[config.mk]
export PLATFORM = sky130hd
export DESIGN_NAME = dmacTop
export DESIGN_NICKNAME = d
export VERILOG_FILES = /design/src/dmaPkg.sv /design/src/wbPkg.sv /design/src/dmacTop.sv /design/src/xferEngine.sv /design/src/descFetch.sv /design/src/portArbiter.sv /design/src/syncFifo.sv
export SDC_FILE = /design/constraint.sdc
export NUM_CORES = 1
export LEC_CHECK = 0
export BUFFER_PORTS_ARGS = -buffer_cell sky130_fd_sc_hd__buf_2
export CAP_MARGIN = 25
export CORE_MARGIN = 1
export CORE_UTILIZATION = 33
export CTS_CLUSTER_SIZE = 20
export DETAILED_ROUTE_END_ITERATION = 16
export PLACE_DENSITY = 0.57
export SYNTH_ARGS = -nofsm -noshare
export SYNTH_HDL_FRONTEND = slang
export SYNTH_HIERARCHICAL = 1
export SYNTH_SLANG_ARGS = --single-unit
[constraint.sdc]
create_clock -name clk -period 3.4 [get_ports clk]
set_input_delay 0.68 -clock clk [delete_from_list [all_inputs] [get_ports clk]]
set_output_delay 0.68 -clock clk [all_outputs]
set_load 0.02 [all_outputs]
[src/dmaPkg.sv]
package dmaPkg;

  localparam int AddrW = 16;
  localparam int DataW = 16;

  typedef logic [AddrW-1:0] addrT;  // memory word address
  typedef logic [DataW-1:0] dataT;  // one data word
  typedef logic [15:0]      countT; // words left to move

  // field order is also the word order in memory
  typedef struct packed {
    addrT  srcAddr;
    addrT  srcStride;
    addrT  dstAddr;
    addrT  dstStride;
    countT count;
    addrT  nextPtr;   // zero ends the chain
  } descT;

  localparam int DescWords = 6;            // words per descriptor in memory

  localparam logic [3:0] RegionNibble = 4'hF; // top nibble of north addresses

  // depth is kept a power of two so the wrap bit works
  localparam int FifoDepth = 4;
  localparam int FifoIdxW  = $clog2(FifoDepth);

  typedef logic [$clog2(FifoDepth+1)-1:0] fifoPtrT; // index plus wrap bit

  // north port when the top nibble matches, south otherwise
  function automatic logic isNorth(addrT adr);
    return adr[AddrW-1 -: 4] == RegionNibble;
  endfunction

endpackage
[src/wbPkg.sv]
package wbPkg;

  // master to slave, held steady until ack
  typedef struct packed {
    logic         cyc;
    logic         stb;
    logic         we;
    dmaPkg::addrT adr;
    dmaPkg::dataT dat; // write data, don't care on reads
  } wbReqT;

  // slave to master, ack is a single cycle
  typedef struct packed {
    logic         ack;
    dmaPkg::dataT dat; // read data, valid with ack
  } wbRspT;

  localparam wbReqT ReqIdle = '0; // no cycle on the bus
  localparam wbRspT RspIdle = '0; // what an ungranted master sees

endpackage

[src/dmacTop.sv]
`timescale 1ns/1ps

module dmacTop (
  input  logic         clk,
  input  logic         rst,
  input  logic         start,
  input  dmaPkg::addrT chainPtr,
  output logic         busy,
  output logic         done,
  output wbPkg::wbReqT northReq,
  input  wbPkg::wbRspT northRsp,
  output wbPkg::wbReqT southReq,
  input  wbPkg::wbRspT southRsp
);

  dmaPkg::descT       desc;
  logic               go;
  logic               finished;
  wbPkg::wbReqT       fetchReq;
  wbPkg::wbRspT       fetchRsp;
  wbPkg::wbReqT       northRead;
  wbPkg::wbReqT       northWrite;
  wbPkg::wbReqT       southRead;
  wbPkg::wbReqT       southWrite;
  wbPkg::wbRspT       northReadRsp;
  wbPkg::wbRspT       northWriteRsp;
  wbPkg::wbRspT       southReadRsp;
  wbPkg::wbRspT       southWriteRsp;
  wbPkg::wbReqT [2:0] northReqs;  // index 0 wins
  wbPkg::wbRspT [2:0] northRsps;
  wbPkg::wbReqT [1:0] southReqs;
  wbPkg::wbRspT [1:0] southRsps;

  // fetcher first, then write ahead of read so the FIFO drains
  assign northReqs     = {northRead, northWrite, fetchReq};
  assign fetchRsp      = northRsps[0];
  assign northWriteRsp = northRsps[1];
  assign northReadRsp  = northRsps[2];
  assign southReqs     = {southRead, southWrite};
  assign southWriteRsp = southRsps[0];
  assign southReadRsp  = southRsps[1];

  descFetch fetch0 (
    .clk(clk), .rst(rst), .start(start), .chainPtr(chainPtr),
    .fetchReq(fetchReq), .fetchRsp(fetchRsp), .desc(desc), .go(go),
    .finished(finished), .busy(busy), .done(done)
  );

  xferEngine engine0 (
    .clk(clk), .rst(rst), .desc(desc), .go(go), .finished(finished),
    .northRead(northRead), .northWrite(northWrite),
    .southRead(southRead), .southWrite(southWrite),
    .northReadRsp(northReadRsp), .northWriteRsp(northWriteRsp),
    .southReadRsp(southReadRsp), .southWriteRsp(southWriteRsp)
  );

  portArbiter #(.NumReq(3)) northArb (
    .clk(clk), .rst(rst), .req(northReqs), .rsp(northRsps),
    .busReq(northReq), .busRsp(northRsp)
  );

  portArbiter #(.NumReq(2)) southArb (
    .clk(clk), .rst(rst), .req(southReqs), .rsp(southRsps),
    .busReq(southReq), .busRsp(southRsp)
  );

endmodule

[src/xferEngine.sv]
`timescale 1ns/1ps

module xferEngine (
  input  logic         clk,
  input  logic         rst,
  input  dmaPkg::descT desc,
  input  logic         go,
  output logic         finished,
  output wbPkg::wbReqT northRead,
  output wbPkg::wbReqT northWrite,
  output wbPkg::wbReqT southRead,
  output wbPkg::wbReqT southWrite,
  input  wbPkg::wbRspT northReadRsp,
  input  wbPkg::wbRspT northWriteRsp,
  input  wbPkg::wbRspT southReadRsp,
  input  wbPkg::wbRspT southWriteRsp
);

  dmaPkg::addrT  rdAddr;    // next source word
  dmaPkg::addrT  rdStride;
  dmaPkg::countT rdCount;   // reads still to issue
  dmaPkg::addrT  wrAddr;    // next destination word
  dmaPkg::addrT  wrStride;
  dmaPkg::countT wrCount;   // writes still to finish
  logic          rdPend;    // read strobe up, waiting for ack
  logic          wrPend;    // write strobe up, waiting for ack
  logic          rdNorth;   // source region
  logic          wrNorth;   // destination region
  logic          rdAck;
  logic          wrAck;
  logic          fifoFull;
  logic          fifoEmpty;
  dmaPkg::dataT  headData;  // FIFO head, the data of the pending write
  wbPkg::wbReqT  readReq;
  wbPkg::wbReqT  writeReq;
  wbPkg::wbRspT  readRsp;
  wbPkg::wbRspT  writeRsp;

  assign readRsp  = rdNorth ? northReadRsp : southReadRsp;
  assign writeRsp = wrNorth ? northWriteRsp : southWriteRsp;
  assign rdAck    = rdPend && readRsp.ack;
  assign wrAck    = wrPend && writeRsp.ack;

  assign readReq  = '{cyc: rdPend, stb: rdPend, we: 1'b0, adr: rdAddr, dat: '0};
  assign writeReq = '{cyc: wrPend, stb: wrPend, we: 1'b1, adr: wrAddr, dat: headData};

  // only the selected port of each pair ever sees a strobe
  assign northRead  = rdNorth ? readReq : wbPkg::ReqIdle;
  assign southRead  = rdNorth ? wbPkg::ReqIdle : readReq;
  assign northWrite = wrNorth ? writeReq : wbPkg::ReqIdle;
  assign southWrite = wrNorth ? wbPkg::ReqIdle : writeReq;

  syncFifo fifo0 (
    .clk    (clk),
    .rst    (rst),
    .wrEn   (rdAck),        // acked read data goes straight in
    .wrData (readRsp.dat),
    .rdEn   (wrAck),        // pop once the write lands
    .rdData (headData),
    .full   (fifoFull),
    .empty  (fifoEmpty)
  );

  always_ff @(posedge clk or posedge rst)
  begin
    if (rst)
    begin
      rdPend   <= 1'b0;
      wrPend   <= 1'b0;
      rdCount  <= '0;
      wrCount  <= '0;
      rdNorth  <= 1'b0;
      wrNorth  <= 1'b0;
      finished <= 1'b0;
    end
    else if (go)
    begin
      rdCount  <= desc.count;
      wrCount  <= desc.count;
      rdNorth  <= dmaPkg::isNorth(desc.srcAddr);
      wrNorth  <= dmaPkg::isNorth(desc.dstAddr);
      finished <= 1'b0;
    end
    else
    begin
      finished <= 1'b0;
      if (rdAck)
      begin
        rdPend  <= 1'b0;
        rdCount <= rdCount - 1'b1;
      end
      else if (!rdPend && rdCount != '0 && !fifoFull)
        rdPend <= 1'b1;                     // room for the word in flight
      if (wrAck)
      begin
        wrPend   <= 1'b0;
        wrCount  <= wrCount - 1'b1;
        finished <= wrCount == dmaPkg::countT'(1); // last write acked
      end
      else if (!wrPend && wrCount != '0 && !fifoEmpty)
        wrPend <= 1'b1;                     // head word ready
    end
  end

  // address stepping, stride may be any value
  always_ff @(posedge clk)
  begin
    if (go)
    begin
      rdAddr   <= desc.srcAddr;
      rdStride <= desc.srcStride;
      wrAddr   <= desc.dstAddr;
      wrStride <= desc.dstStride;
    end
    else
    begin
      if (rdAck)
        rdAddr <= rdAddr + rdStride;
      if (wrAck)
        wrAddr <= wrAddr + wrStride;
    end
  end

  // an ack only comes back for a strobe we raised with words left
  readCountOk: assert property (
    @(posedge clk) disable iff (rst)
    readRsp.ack |-> rdPend && rdCount != '0
  ) else $error("xferEngine: read count underflow");

  writeCountOk: assert property (
    @(posedge clk) disable iff (rst)
    writeRsp.ack |-> wrPend && wrCount != '0
  ) else $error("xferEngine: write count underflow");

  // every word read has been written by the end
  drainedAtFinish: assert property (
    @(posedge clk) disable iff (rst)
    finished |-> rdCount == '0 && fifoEmpty
  ) else $error("xferEngine: data left behind at finish");

endmodule

[src/descFetch.sv]
`timescale 1ns/1ps

module descFetch (
  input  logic         clk,
  input  logic         rst,
  input  logic         start,
  input  dmaPkg::addrT chainPtr,
  output wbPkg::wbReqT fetchReq,
  input  wbPkg::wbRspT fetchRsp,
  output dmaPkg::descT desc,
  output logic         go,
  input  logic         finished,
  output logic         busy,
  output logic         done
);

  typedef enum logic [1:0] {Idle, Fetch, Run, Next} stateT;

  stateT        state;
  logic [2:0]   wordIdx;      // descriptor word being read
  logic [6:0]   fieldLsb;     // bit position of that word in desc
  logic         fetchPend;    // read strobe up
  logic         fetchAck;
  logic         lastWord;
  logic         engineActive; // between go and finished
  dmaPkg::addrT fetchAddr;    // walks the descriptor words

  assign fetchAck = fetchPend && fetchRsp.ack;
  assign lastWord = wordIdx == 3'(dmaPkg::DescWords - 1);
  assign fieldLsb = 7'((dmaPkg::DescWords - 1 - int'(wordIdx)) * $bits(dmaPkg::dataT));
  assign fetchReq = '{cyc: fetchPend, stb: fetchPend, we: 1'b0, adr: fetchAddr, dat: '0};

  always_ff @(posedge clk or posedge rst)
  begin
    if (rst)
    begin
      state        <= Idle;
      wordIdx      <= '0;
      fetchPend    <= 1'b0;
      go           <= 1'b0;
      busy         <= 1'b0;
      done         <= 1'b0;
      engineActive <= 1'b0;
    end
    else
    begin
      go   <= 1'b0;
      done <= 1'b0;
      if (go)
        engineActive <= 1'b1;
      else if (finished)
        engineActive <= 1'b0;
      case (state)
        Idle:
        begin
          if (start)                 // only seen while not busy
          begin
            busy    <= 1'b1;
            wordIdx <= '0;
            state   <= Fetch;
          end
        end
        Fetch:
        begin
          if (fetchAck)
          begin
            fetchPend <= 1'b0;        // one read at a time
            wordIdx   <= wordIdx + 1'b1;
            if (lastWord)
            begin
              go    <= desc.count != '0;  // count came in one word earlier
              state <= (desc.count != '0) ? Run : Next;
            end
          end
          else if (!fetchPend)
            fetchPend <= 1'b1;
        end
        Run:
        begin
          if (finished)
            state <= Next;
        end
        Next:
        begin
          if (desc.nextPtr == '0)    // end of chain
          begin
            busy  <= 1'b0;
            done  <= 1'b1;
            state <= Idle;
          end
          else
          begin
            wordIdx <= '0;
            state   <= Fetch;
          end
        end
        default: state <= Idle;
      endcase
    end
  end

  // pointer and descriptor words
  always_ff @(posedge clk)
  begin
    if (state == Idle && start)
      fetchAddr <= chainPtr;
    else if (state == Next)
      fetchAddr <= desc.nextPtr;
    else if (fetchAck)
      fetchAddr <= fetchAddr + 1'b1;
    if (fetchAck)
      desc[fieldLsb +: $bits(dmaPkg::dataT)] <= fetchRsp.dat;
  end

  // engine must be done before the next descriptor is handed over
  goAfterFinish: assert property (
    @(posedge clk) disable iff (rst)
    go |-> !engineActive
  ) else $error("descFetch: go while engine still running");

  finishedOnlyInRun: assert property (
    @(posedge clk) disable iff (rst)
    finished |-> engineActive && state == Run
  ) else $error("descFetch: stray finished");

endmodule

[src/portArbiter.sv]
`timescale 1ns/1ps

module portArbiter #(
  parameter int NumReq = 2
) (
  input  logic                      clk,
  input  logic                      rst,
  input  wbPkg::wbReqT [NumReq-1:0] req,
  output wbPkg::wbRspT [NumReq-1:0] rsp,
  output wbPkg::wbReqT              busReq,
  input  wbPkg::wbRspT              busRsp
);

  logic [NumReq-1:0] grant; // one-hot, zero when the port is free
  logic [NumReq-1:0] pick;  // winner among pending strobes

  // lowest index wins, so scan from the top down
  always_comb
  begin
    pick = '0;
    for (int i = NumReq - 1; i >= 0; i--)
    begin
      if (req[i].cyc && req[i].stb)
      begin
        pick    = '0;
        pick[i] = 1'b1;
      end
    end
  end

  // grant is taken only while free, dropped the cycle after ack
  always_ff @(posedge clk or posedge rst)
  begin
    if (rst)
      grant <= '0;
    else if (grant == '0)
      grant <= pick;          // registered, one cycle after stb
    else if (busRsp.ack)
      grant <= '0;            // free again next cycle
  end

  // granted request straight out, ack straight back
  always_comb
  begin
    busReq = wbPkg::ReqIdle;
    for (int i = 0; i < NumReq; i++)
    begin
      rsp[i]     = wbPkg::RspIdle;
      rsp[i].dat = busRsp.dat;  // data fans out, ack does not
      if (grant[i])
      begin
        busReq     = req[i];
        rsp[i].ack = busRsp.ack;
      end
    end
  end

  grantOneHot: assert property (
    @(posedge clk) disable iff (rst)
    $onehot0(grant)
  ) else $error("portArbiter: grant not one-hot");

  // slave must not answer a cycle nobody owns
  ackOnlyGranted: assert property (
    @(posedge clk) disable iff (rst)
    busRsp.ack |-> grant != '0
  ) else $error("portArbiter: ack without grant");

endmodule

[src/syncFifo.sv]
`timescale 1ns/1ps

module syncFifo (
  input  logic         clk,
  input  logic         rst,
  input  logic         wrEn,
  input  dmaPkg::dataT wrData,
  input  logic         rdEn,
  output dmaPkg::dataT rdData,
  output logic         full,
  output logic         empty
);

  dmaPkg::dataT    mem [dmaPkg::FifoDepth]; // circular storage
  dmaPkg::fifoPtrT wrPtr;                    // next slot to fill
  dmaPkg::fifoPtrT rdPtr;                    // current head
  dmaPkg::fifoPtrT level;                    // entries held

  assign level  = wrPtr - rdPtr;  // wrap bit keeps full and empty apart
  assign full   = level == dmaPkg::fifoPtrT'(dmaPkg::FifoDepth);
  assign empty  = level == '0;
  assign rdData = mem[rdPtr[dmaPkg::FifoIdxW-1:0]]; // head shows without a read

  always_ff @(posedge clk or posedge rst)
  begin
    if (rst)
    begin
      wrPtr <= '0;
      rdPtr <= '0;
    end
    else
    begin
      if (wrEn)
        wrPtr <= wrPtr + 1'b1;
      if (rdEn)
        rdPtr <= rdPtr + 1'b1; // pop, next head visible next cycle
    end
  end

  always_ff @(posedge clk)
  begin
    if (wrEn)
      mem[wrPtr[dmaPkg::FifoIdxW-1:0]] <= wrData;
  end

  noOverflow: assert property (
    @(posedge clk) disable iff (rst) wrEn |-> !full
  ) else $error("syncFifo: write while full");

  noUnderflow: assert property (
    @(posedge clk) disable iff (rst) rdEn |-> !empty
  ) else $error("syncFifo: read while empty");

endmodule

==> impl_summary.md, run 1 <==
Place
The estimated wirelength of the detail-placed design is around 34000 µm. Routability-driven placement finished with a final weighted congestion of 0.8857. The number of port buffers is approximately 120.

The post-place setup slack is 0.6581 ns. The placed standard-cell area is 17830 µm².

Timing
The transition at the pin with the smallest max-transition slack is just under 0.9 ns. The final worst-path cycle share is 94.62%. Headroom to the max-slew limit came out at 40.57%. Across the routed clock network, the largest skew measured is 0.008158 ns. The number of pins exceeding their max-slew limit in the final report came to 0. The final setup TNS is 0 ns. The final setup violation count is 0. The minimum period implied by the final worst setup slack is 3.217 ns. The final-report hold violation count is 0.

The maximum operating frequency is 0.3108 GHz. Setup repair after global routing left no endpoint under its margin. The setup slack after layout is 0.1828 ns.

Flow run
The tool flagged a number of max-cap violations equal to 0.

Clock tree
Clock-pin slew was measured on the worst setup and hold paths at 0.06 ns. The maximum root-to-sink buffer count is 3. TritonCTS built the clock tree. The post-CTS setup repair buffer count is 0. The number of gates resized after CTS was 0. Buffers inserted during clock tree synthesis total 31. The number of sinks handled by clock tree synthesis is 297.

The number of levels in the clock H-tree is 1. The buffer cell driving the clock tree root is sky130_fd_sc_hd__clkbuf_16. The hold buffer count at CTS is 0. The clock insertion delay at the later pin of the skew report is 0.56 ns.

Die
125 I/O pins were placed. The total area inside the core boundary comes to 51410 µm². In this run the horizontal extent of the chip is 230.4 µm. The area enclosed by the die boundary is 53090 µm². The die is 230.4 µm tall. The initialized floorplan defines 83 standard-cell rows. For this configuration, the core starts out at a cell density of 33.49%.

GRT
After global routing the overflow that remains totals 0. The largest net degree at the start of global routing is 53. The number of global-route vias before repair is approximately 11000.

The number of antenna violations at the first check in global routing is 1. The overall routing resource usage is 17.01%. The first global-routing pass estimated 68960 µm of wire.

Route
In the routed layout, each cell is associated on average with a via count of between 5 and 6. In the routed design, unresolved DRC markers number 0. The routed length per placed instance is 20.10 µm.

The total wire length is 46010 µm. The total via count in the routed design is 11609. In this run, the number of DRC markers left after iteration 0 of detailed routing was 935.

The first-pass iteration count of the detailed router is 7. The remaining antenna violation count after routing is 0.

Pwr
The part of the power in registers is between 30% and 40%. Of the total power, the share spent switching nets is 38.01%. Summed over all nets, the switching power comes to 5.334 mW. For this design the static power due to leakage is between 7 and 8 nW.

Across the VDD grid, the largest voltage drop is 0.4276 mV. The part of the total power dissipated in the clock network is between 20% and 30%. The completed layout was analyzed and its total power is around 14 mW. In this run the power density over the cells is 745.3 nW/µm². The share of total power dissipated in combinational logic is 38.2%. The internal power of the cells totals 8.697 mW.

Cells and area
The post-route cell area is 18830 µm². Relative to the synthesized area, the layout overhead comes to 9.353%. The fraction of layout cells with a size suffix above 1 is approximately 18%.

The final layout net count is between 1500 and 2000.

Logic synthesis
The Yosys step of the flow raised 6 warnings. The synthesized netlist occupies a cell area of between 15000 and 20000 µm². The average cell area after synthesis is 11.25 µm². In the synthesized netlist, the number of instances is 1531.

Setup path
STA classifies the critical path startpoint as a register. Of all nets on the critical path, the largest fanout is 18. The family with the most delay on the worst path is flip-flops.

In this run the critical register-to-register path is captured at engine0/rdAddr[12]. At the worst endpoint, the required time is 2.72 ns. By startpoint and endpoint, the worst setup path is classified as register to output port. The largest stage delay on the critical path is approximately 0.90 ns. The worst register-to-register path begins at engine0/rdAddr[0]. Traced cell by cell, the critical path runs through mux4_2, and2_1, nand2_1, a31oi_1, buf_2.

The master of the slowest instance on the critical path is sky130_fd_sc_hd__dfrtp_1. The type of element capturing the critical path is an output port. The worst register-to-register path has a setup slack of a little over 0.6 ns. The arrival time of data at the critical path endpoint is 2.54 ns. The buffering stage count on the worst path with inverters included is 1. For the worst flop-to-flop path, the logic depth is 7.

Status
The flow ran to the end, and the final reports show no timing, DRC or antenna violations.

Worst hold path
The classification of the worst-slack hold path is primary input to asynchronous set/reset pin.
[sequential cells by signal, summed over array words and instances, names as in the netlist, 16 cells and up]
| signal | count |
|---|---|
| fetch0/desc | 96 |
| engine0/fifo0/mem | 64 |
| engine0/rdAddr | 16 |
| engine0/rdCount | 16 |
| engine0/rdStride | 16 |
| engine0/wrAddr | 16 |
| engine0/wrCount | 16 |
| engine0/wrStride | 16 |
| fetch0/fetchAddr | 16 |
[cell usage in the layout (no fill, tap or decap), types with 48 or more instances in the layout]
master and count:
sky130_fd_sc_hd__and2_1 117, sky130_fd_sc_hd__buf_2 124, sky130_fd_sc_hd__conb_1 51, sky130_fd_sc_hd__dfrtp_1 54, sky130_fd_sc_hd__edfxtp_1 240, sky130_fd_sc_hd__ha_1 53, sky130_fd_sc_hd__mux2_2 48, sky130_fd_sc_hd__nand2_1 126
sky130_fd_sc_hd__nor2_1 93, sky130_fd_sc_hd__nor2b_1 90, sky130_fd_sc_hd__o21ai_0 50
[worst max path at each step]
stage,to,start,slack (ns),cells after the start
final,northReq[9],engine0/fifo0/rdPtr[1],0.18,5
after global routing,northReq[3],engine0/fifo0/rdPtr[1],0.07,5
after CTS,northReq[5],engine0/fifo0/rdPtr[1],0.16,5
after detailed placement,engine0/rdAddr[12],engine0/rdAddr[0],0.66,7
after global placement,engine0/rdAddr[12],engine0/rdAddr[0],0.68,7
after floorplan,fetch0/desc[64],fetch0/wordIdx[1],0.42,6
[layout make-up]
type	count	area, µm²
Multi-Input combinational cell	1068	7390
Sequential cell	297	8640
Tap cell	680	850.8
Clock buffer	45	899.6
Inverter	32	120.1
Antenna cell	2	5.005
Clock inverter	12	71.32
Timing Repair Buffer	153	850.8
Fill cell	5038	32580
[layer usage]
metal	global-route usage, %	vias up	wire [µm]
met2	27.43	314	21340
met3	1.939	61	2322
met1	24.14	5762	21330
li1	-	5470	-
met5	0	-	13
met4	4.512	2	1000
[per-stage QoR]
step	util [%]	hold slack [ns]	std cells
after global placement	34.69	0.4003	2229
after floorplan	-	0.4003	1580
after CTS	36.58	0.02431	2286
after global routing	36.61	0.03735	2287
final	36.62	0.05822	2289
after detailed placement	34.69	0.4045	2229
[power groups by stage]
| stage | combinational [mW] | sequential (mW) | clock (mW) |
|---|---|---|---|
| detailed placement | 5.33 | 5.50 | 0 |
| CTS | 5.37 | 5.43 | 3.31 |
| finish | 5.36 | 5.44 | 3.23 |
| global route | 5.84 | 5.51 | 3.44 |
| global placement | 5.26 | 5.48 | 0 |
| floorplan | 4.16 | 5.24 | 0 |
No activity file was read; power rests on OpenSTA's default activity.
==> run 2, diff against run 1 <==
Settings changed: CORE_UTILIZATION 33 to 37, PLACE_DENSITY 0.57 to 0.61.
==> run 2 against run 1 <==
Sequential power barely moved. Global-route usage grew 0.84 points. Die area down 11%. First-iteration DRC count down 6.5%. Core utilization rose by 4.2 points. Sequential share of layout area rose by 0.46 points.
==> impl_summary.md, run 2 (synthesis gave the netlist of run 1 again) <==
Clock tree
The number of levels in the clock H-tree is 1 (unchanged). The hold buffer count at CTS is 0 (unchanged). The post-CTS setup repair buffer count is 0 (unchanged). In this run the clock root is driven by a sky130_fd_sc_hd__clkbuf_16.

The clock insertion delay at the later pin of the skew report is 0.56 ns (about the same). The post-cts sizing count is 0 (unchanged). The maximum root-to-sink buffer count was 3 (unchanged).

The TritonCTS clock tree is built. The TritonCTS buffer count is 31 (unchanged). The number of sinks handled by clock tree synthesis is 297 (unchanged). The clock transition at the registers of the reported paths came to 0.06 ns (about the same).

Cells and area
The post-route core utilization was 40.80% (+4.2 points). The area of combinational cells with multiple inputs is 7390 µm² (unchanged). The fraction of layout cells with a size suffix above 1 is 17.27% (-0.65 points). The number of standard cells in the layout, taps in and fillers out is 2205 (-3.7%). The sequential cell area is 8637 µm² (about the same). The register with the most flip-flops is fetch0/desc.

The post-route cell area came to 18630 µm² (-1.0%). The total of fill cells in the finished design is 4325 (-14%). The library cell used most frequently in the layout, excluding fill and tap cells, is sky130_fd_sc_hd__edfxtp_1.

In the layout the commonest cells are sky130_fd_sc_hd__edfxtp_1 (240), sky130_fd_sc_hd__nand2_1 (126), sky130_fd_sc_hd__buf_2 (124). Compared with the post-synthesis result, the final layout area differs by 8.234%. The final layout net count is 1688 (-0.18%). The flip-flop count of the largest register after layout came to 96 (unchanged).

Setup path
The type of element capturing the critical path is an output port. The worst register-to-register path ends at engine0/rdAddr[12]. The slack of the worst reg-to-reg path is 0.59 ns (-0.03 ns). The required time of the worst setup path is 2.72 ns (about the same). The signal on the critical path passes through buf_4, mux4_1, and2_1, nand2_1, a31oi_1, buf_2. The worst reg2reg path startpoint is engine0/rdAddr[0]. Grouping stages by cell kind, the critical path spends the most delay in multiplexers. The count of cells along the worst register-to-register path came to 7 (unchanged).

The launching element type of the critical path is a register. The launching instance or port of the critical path is engine0/fifo0/rdPtr[0]. The largest stage delay on the critical path was 0.68 ns (-0.22 ns).

The master of the slowest instance on the critical path is sky130_fd_sc_hd__mux4_1. The worst setup path is of the register to output port kind. The buffering stage count on the worst path with inverters included is 2 (+1). The arrival time of data at the critical path endpoint is 2.46 ns (-0.08 ns). The top fanout value on the critical path is 19 (+1).

Route
The routed length per placed instance was 19.58 µm (-2.6%). The detailed-routed wire length on met3 was 2697 µm (+16%). The via density per instance is 5.181 (+2.2%).

The number of remaining DRC errors is 0 (unchanged). The remaining antenna violation count after routing came to 0 (unchanged). The met2 wire length was 19850 µm (-7.0%). Routed signal wires occupy layers up through met4. The total via count in the routed design is 11425 (-1.6%).

The number of DRC markers in iteration 0 is 874 (-6.5%). The routed length on met1 is 19960 µm (-6.5%). The total wire length is 43170 µm (-6.2%). The first-pass iteration count of the detailed router is 5 (-2).

Timing
The maximum operating frequency came to 0.3184 GHz (+2.4%). The number of pins exceeding their max-slew limit in the final report came to 0 (unchanged). The minimum period implied by the final worst setup slack was 3.141 ns (-0.07615 ns). The final setup violation count is 0 (unchanged). The transition at the pin with the smallest max-transition slack came to 0.8625 ns (-0.02900 ns). The worst relative slew slack was 42.24% (+1.7 points).

The final setup TNS came to 0 ns (unchanged). The final worst-path cycle share is 92.38% (-2.2 points). The worst clock skew on the final layout is 0.007918 ns (-0.0002401 ns). Setup repair after global routing left no endpoint under its margin. The post-route worst hold slack is 0.06487 ns (+0.006646 ns). The final-report hold violation count came to 0 (unchanged). The setup slack after layout is 0.2590 ns (+0.07615 ns).

Worst hold path
The worst hold path belongs to the class primary input to asynchronous set/reset pin.

Die
The total number of placement rows is 78 (-6.0%). The core area was 45670 µm² (-11%). The initial core utilization is 37.69% (+4.2 points). The area enclosed by the die boundary is 47400 µm² (-11%). The top-level port count came to 125 (unchanged). The overall die height was 217.7 µm (-5.5%).

The width of the die is 217.7 µm (-5.5%).

Pwr
The leakage dissipation is 7.256 nW (-0.80%). The power per cell area came to 741.2 nW/µm² (-0.54%). The worst supply voltage drop on vdd is 0.3711 mV (-13%). The post-layout total power is 13.81 mW (-1.6%).

Place
The post-place setup slack was 0.6329 ns (-0.02518 ns). The number of port buffers came to 124 (unchanged). The routability congestion estimate is 0.8819 (-0.43%). The number of placed instances with taps included is 2147 (-3.7%).

The placed standard-cell area came to 17740 µm² (-0.52%). The estimated wirelength of the detail-placed design is 31920 µm (-5.8%).

Status
The run finished with clean final reports.

GRT
The number of antenna violations at the first check in global routing was 0 (-1). The largest net degree at the start of global routing is 97 (+83%). The overall routing resource usage was 17.84% (+0.84 points). The number of global-route vias before repair is 10868 (-2.7%). The first-pass GRT wire length is 64450 µm (-6.5%). The total overflow reported by the global router is 0 (unchanged).

Flow run
The max-cap violation count came to 0 (unchanged).
==> run 2: changes by cell type in the layout (fill, tap and decap cells not counted), moves of 3 or more <==
cell	previous run	this run
sky130_fd_sc_hd__buf_4	28	24
sky130_fd_sc_hd__clkbuf_1	8	11
sky130_fd_sc_hd__clkbuf_8	5	0
sky130_fd_sc_hd__clkinv_1	4	9
==> run 2: worst max-delay path by stage <==
stage	to	slack (ns)	depth (start not counted)
after floorplan	fetch0/desc[64]	0.42	6
after global placement	engine0/rdAddr[12]	0.75	7
after detailed placement	engine0/rdAddr[12]	0.63	7
after CTS	northReq[3]	0.23	5
after global routing	northReq[1]	0.13	5
final	northReq[11]	0.26	6
==> run 2: layout make-up <==
class,instances,area share (%)
diodes,1,0.01343
flip-flops and latches,297,46.35
repair buffers,150,4.512
well taps,600,4.029
multi-input cells,1068,39.66
clock inverters,15,0.4096
clock buffers,42,4.385
inverters,32,0.6446
==> run 2: where the power goes <==
| part | internal (mW) | leakage, nW | switching [mW] |
|---|---|---|---|
| logic | 2.05 | 3.96 | 3.29 |
| registers | 4.81 | 2.87 | 0.622 |
| clock network | 1.67 | 0.430 | 1.36 |
==> run 2: layer usage <==
layer  GRT usage (%)  vias to the layer above
met5               0                        -
met4           4.061                        0
met3           2.734                       46
met2           28.39                      320
met1           25.47                     5602
li1                -                     5457
==> run 3, diff against run 2 <==
Settings changed: BUFFER_PORTS_ARGS -buffer_cell sky130_fd_sc_hd__buf_2 to -buffer_cell sky130_fd_sc_hd__clkbuf_2, CORE_MARGIN 1 to 1.5, PLACE_DENSITY 0.61 to 0.62, SYNTH_HIERARCHICAL 1 to default.
==> run 3 against run 2 <==
Synthesized area is 13% lower. Critical endpoint is now southReq[25]. Fmax is 0.16% higher. Clock-buffer cell count is 6 higher. Synthesized cell count is 21% lower. Setup slack better by 0.0050 ns. Final cell count is 14% lower. Highest routed layer is now met5.
==> impl_summary.md, run 3 <==
Logic synthesis
In the post-synthesis netlist, the biggest area contributors are sky130_fd_sc_hd__edfxtp_1 (48%), sky130_fd_sc_hd__dfrtp_1 (9.6%), sky130_fd_sc_hd__and2_1 (4.6%). The main flop type after synthesis is sky130_fd_sc_hd__edfxtp_1. Summing the sequential cell areas from Yosys gives 57.93% of the chip area.

The share of flip-flops with an asynchronous set or reset after synthesis is 19.19%. The synthesized-area fraction occupied by ao, oa, aoi and oai cells is 9.513%. The number of instances in the synthesized netlist is 1203 (-21%). The distinct cell type count of the synthesized netlist is 73. The combined area of all synthesized cells is 14900 µm² (-13%). By count the netlist is led by sky130_fd_sc_hd__edfxtp_1 (240), sky130_fd_sc_hd__and2_1 (109), sky130_fd_sc_hd__nand2_1 (78). The dominant combinational cell family by area after synthesis is simple AND/OR/NAND/NOR gates. The number of nets in the synthesized netlist is 1311.

The synthesized netlist devotes between 4 and 5% of its cell area to adder and majority cells. The register bit count reported by yosys is 297. The multiplexer fraction of the synthesized cell area is 6.507%. The number of enable-type register cells in the synthesized netlist is 240.

The cell accounting for the most synthesized area is sky130_fd_sc_hd__edfxtp_1. After Yosys synthesis, XOR and XNOR cells account for 3.526% of the synthesized area. After Yosys synthesis, and, or, nand and nor cells account for 15.16% of the synthesized area.

The average cell area after synthesis is 12.39 µm² (+10%). The number of warnings reported in the yosys synthesis log is 0 (-6). The most frequent cell after synthesis is sky130_fd_sc_hd__edfxtp_1. The synthesized design devotes to its leading area cell type around half of total area.

Setup path
The top fanout value on the critical path was 20 (+1). The arrival time of data at the critical path endpoint is 2.46 ns (about the same). The family with the most delay on the worst path is flip-flops. The buffering stage count on the worst path with inverters included is 2 (unchanged). The startpoint-to-endpoint class of the critical path is register to output port. The master of the slowest instance on the critical path is sky130_fd_sc_hd__dfrtp_1. The type of element capturing the critical path is an output port.

The required time of the worst setup path is 2.72 ns (about the same). The worst setup path is launched from a register. The largest stage delay on the critical path is 0.75 ns (+0.07 ns). The critical path goes through and2_1, buf_4, a22o_1, clkbuf_2.

Cells and area
The post-route core utilization came to 43.36% (+2.6 points). The register with the most flip-flops is fetch0.desc. The fraction of layout cells with a size suffix above 1 is 20.38% (+3.1 points). The final layout net count came to 1447 (-14%).

The commonest non-fill, non-tap cell in the layout is sky130_fd_sc_hd__edfxtp_1. The number of standard cells in the layout, taps in and fillers out is 1891 (-14%). The flip-flop count of the largest register after layout is 96 (unchanged).

The layout overhead on the synthesized area is 15.60%. The library cells used most frequently in the layout, excluding fill and tap cells, are sky130_fd_sc_hd__edfxtp_1 (240), sky130_fd_sc_hd__clkbuf_2 (124), sky130_fd_sc_hd__and2_1 (109). The total of fill cells in the finished design was 3668 (-15%).

Timing
The final worst-path cycle share is 92.24% (-0.15 points). The number of pins exceeding their max-slew limit in the final report is 0 (unchanged). The minimum period implied by the final worst setup slack is 3.136 ns (-0.004995 ns).

The transition at the pin with the smallest max-transition slack was 0.8428 ns (-0.01960 ns). The final-report hold violation count is 0 (unchanged). Setup repair after global routing left no endpoint under its margin. The maximum operating frequency was 0.3189 GHz (+0.16%). The final setup TNS is 0 ns (unchanged). The worst clock skew on the final layout came to 0.02621 ns (+0.01829 ns).

The final setup violation count came to 0 (unchanged). The worst relative slew slack was 43.67% (+1.4 points).

Route
The via density per instance was 5.396 (+4.1%). The number of DRC markers in iteration 0 is 876 (+0.23%). The remaining antenna violation count after routing is 0 (unchanged).

The number of remaining DRC errors is 0 (unchanged). The total via count in the routed design is 10203 (-11%). The first-pass iteration count of the detailed router was 5 (unchanged). The total wire length is 39950 µm (-7.5%). The routed length per placed instance is 21.13 µm (+7.9%).

GRT
The first-pass GRT wire length is 60040 µm (-6.8%). The overall routing resource usage is 19.23% (+1.4 points). The largest net degree at the start of global routing was 47 (-52%). The number of global-route vias before repair is 10036 (-7.7%).

The total overflow reported by the global router is 0 (unchanged). The number of antenna violations at the first check in global routing is 4 (+4).

Clock tree
The post-CTS setup repair buffer count came to 0 (unchanged). The number of levels in the clock H-tree came to 2 (+1). The clock insertion delay at the later pin of the skew report was 0.52 ns (-0.04 ns). In this run the clock root is driven by a sky130_fd_sc_hd__clkbuf_16. The clock transition at the registers of the reported paths is 0.06 ns (about the same). The post-cts sizing count came to 0 (unchanged).

The TritonCTS clock tree is built. The TritonCTS buffer count is 34 (+9.7%). The number of sinks handled by clock tree synthesis came to 297 (unchanged).

The maximum root-to-sink buffer count is 3 (unchanged). The hold buffer count at CTS is 0 (unchanged).

Flow run
The max-cap violation count is 0 (unchanged).

Die
The core area came to 39730 µm² (-13%). The width of the die is 203.7 µm (-6.4%). The overall die height is 203.7 µm (-6.4%).

The total number of placement rows is 73 (-6.4%). The area enclosed by the die boundary is 41490 µm² (-12%). The top-level port count was 125 (unchanged). The initial core utilization is 37.51% (-0.19 points).

Worst hold path
The classification of the worst-slack hold path is primary input to asynchronous set/reset pin.

Place
The number of placed instances with taps included is 1828 (-15%). The routability congestion estimate came to 0.9279 (+5.2%). The number of port buffers came to 124 (unchanged). The estimated wirelength of the detail-placed design came to 28320 µm (-11%).

Pwr
The post-layout total power was 13.39 mW (-3.1%). The worst supply voltage drop on vdd is 0.3535 mV (-4.7%). The power per cell area is 777.2 nW/µm² (+4.9%). The leakage dissipation is 6.929 nW (-4.5%).

Status
The run finished with clean final reports.
-- run 3: cell count changes in the layout (fill, tap and decap cells not counted), moves of 31 or more --
cell                       change
sky130_fd_sc_hd__buf_2       -124
sky130_fd_sc_hd__clkbuf_2    +124
sky130_fd_sc_hd__nor2b_1      -85
sky130_fd_sc_hd__conb_1       -51
sky130_fd_sc_hd__nand2_1      -48
sky130_fd_sc_hd__nand3b_1     -37
sky130_fd_sc_hd__nor2_1       -31
-- run 3: final timing paths --
check	depth (start not counted)	slack (ns)	startpoint	endpoint
min in group clk	0	0.41	fetch0.desc[43]	engine0.wrStride[11]
worst max register to register	7	0.74	engine0.rdAddr[0]	engine0.rdAddr[14]
worst max-delay path	4	0.26	southArb.grant[0]	southReq[25]
worst min register to register	0	0.41	fetch0.desc[43]	engine0.wrStride[11]
max in group asynchronous	3	2.42	rst	engine0.wrCount[3]
worst min-delay path	2	0.29	rst	engine0.wrCount[9]
-- run 3: cell families after synthesis --
family / count (synthesis)
simple gates: 416
fa+ha+maj: 55
mux: 71
compound gates: 204
buf+inv: 100
xor+xnor: 60
flops: 297
-- run 3: metrics by stage --
| stage | worst slack [ns] | area, µm² | hold WS [ns] |
|---|---|---|---|
| after floorplan | 0.4301 | 14900 | 0.4003 |
| after global placement | 0.7772 | 16200 | 0.4002 |
| after detailed placement | 0.7728 | 16200 | 0.4045 |
| after CTS | 0.2798 | 17220 | 0.3182 |
| after global routing | 0.1646 | 17220 | 0.3631 |
| final | 0.2640 | 17230 | 0.2948 |
-- run 3: report_power, final --
| part | switching, mW | internal, mW | leakage (nW) |
|---|---|---|---|
| clock | 1.44 | 1.97 | 0.500 |
| combinational | 2.67 | 1.84 | 3.42 |
| sequential | 0.723 | 4.75 | 3.01 |
-- run 3: cell type report --
cell class              count  area (µm²)  share of cell area, %
diodes                      2       5.005                0.02905
clock buffers              48       964.7                  5.600
clock inverters            13       61.31                 0.3559
inverters                  47       176.4                  1.024
multi-input cells         806        5889                  34.19
flip-flops and latches    297        8635                  50.12
well taps                 525       656.9                  3.813
repair buffers            153       838.3                  4.866
-- run 3: per-layer routing --
layer	vias up	track usage (%)	share of wire (%)
met5	-	0	0.063
met4	4	4.788	2.1
met3	59	4.155	8.1
met2	380	30.14	45
met1	4980	27.07	45
li1	4780	-	-
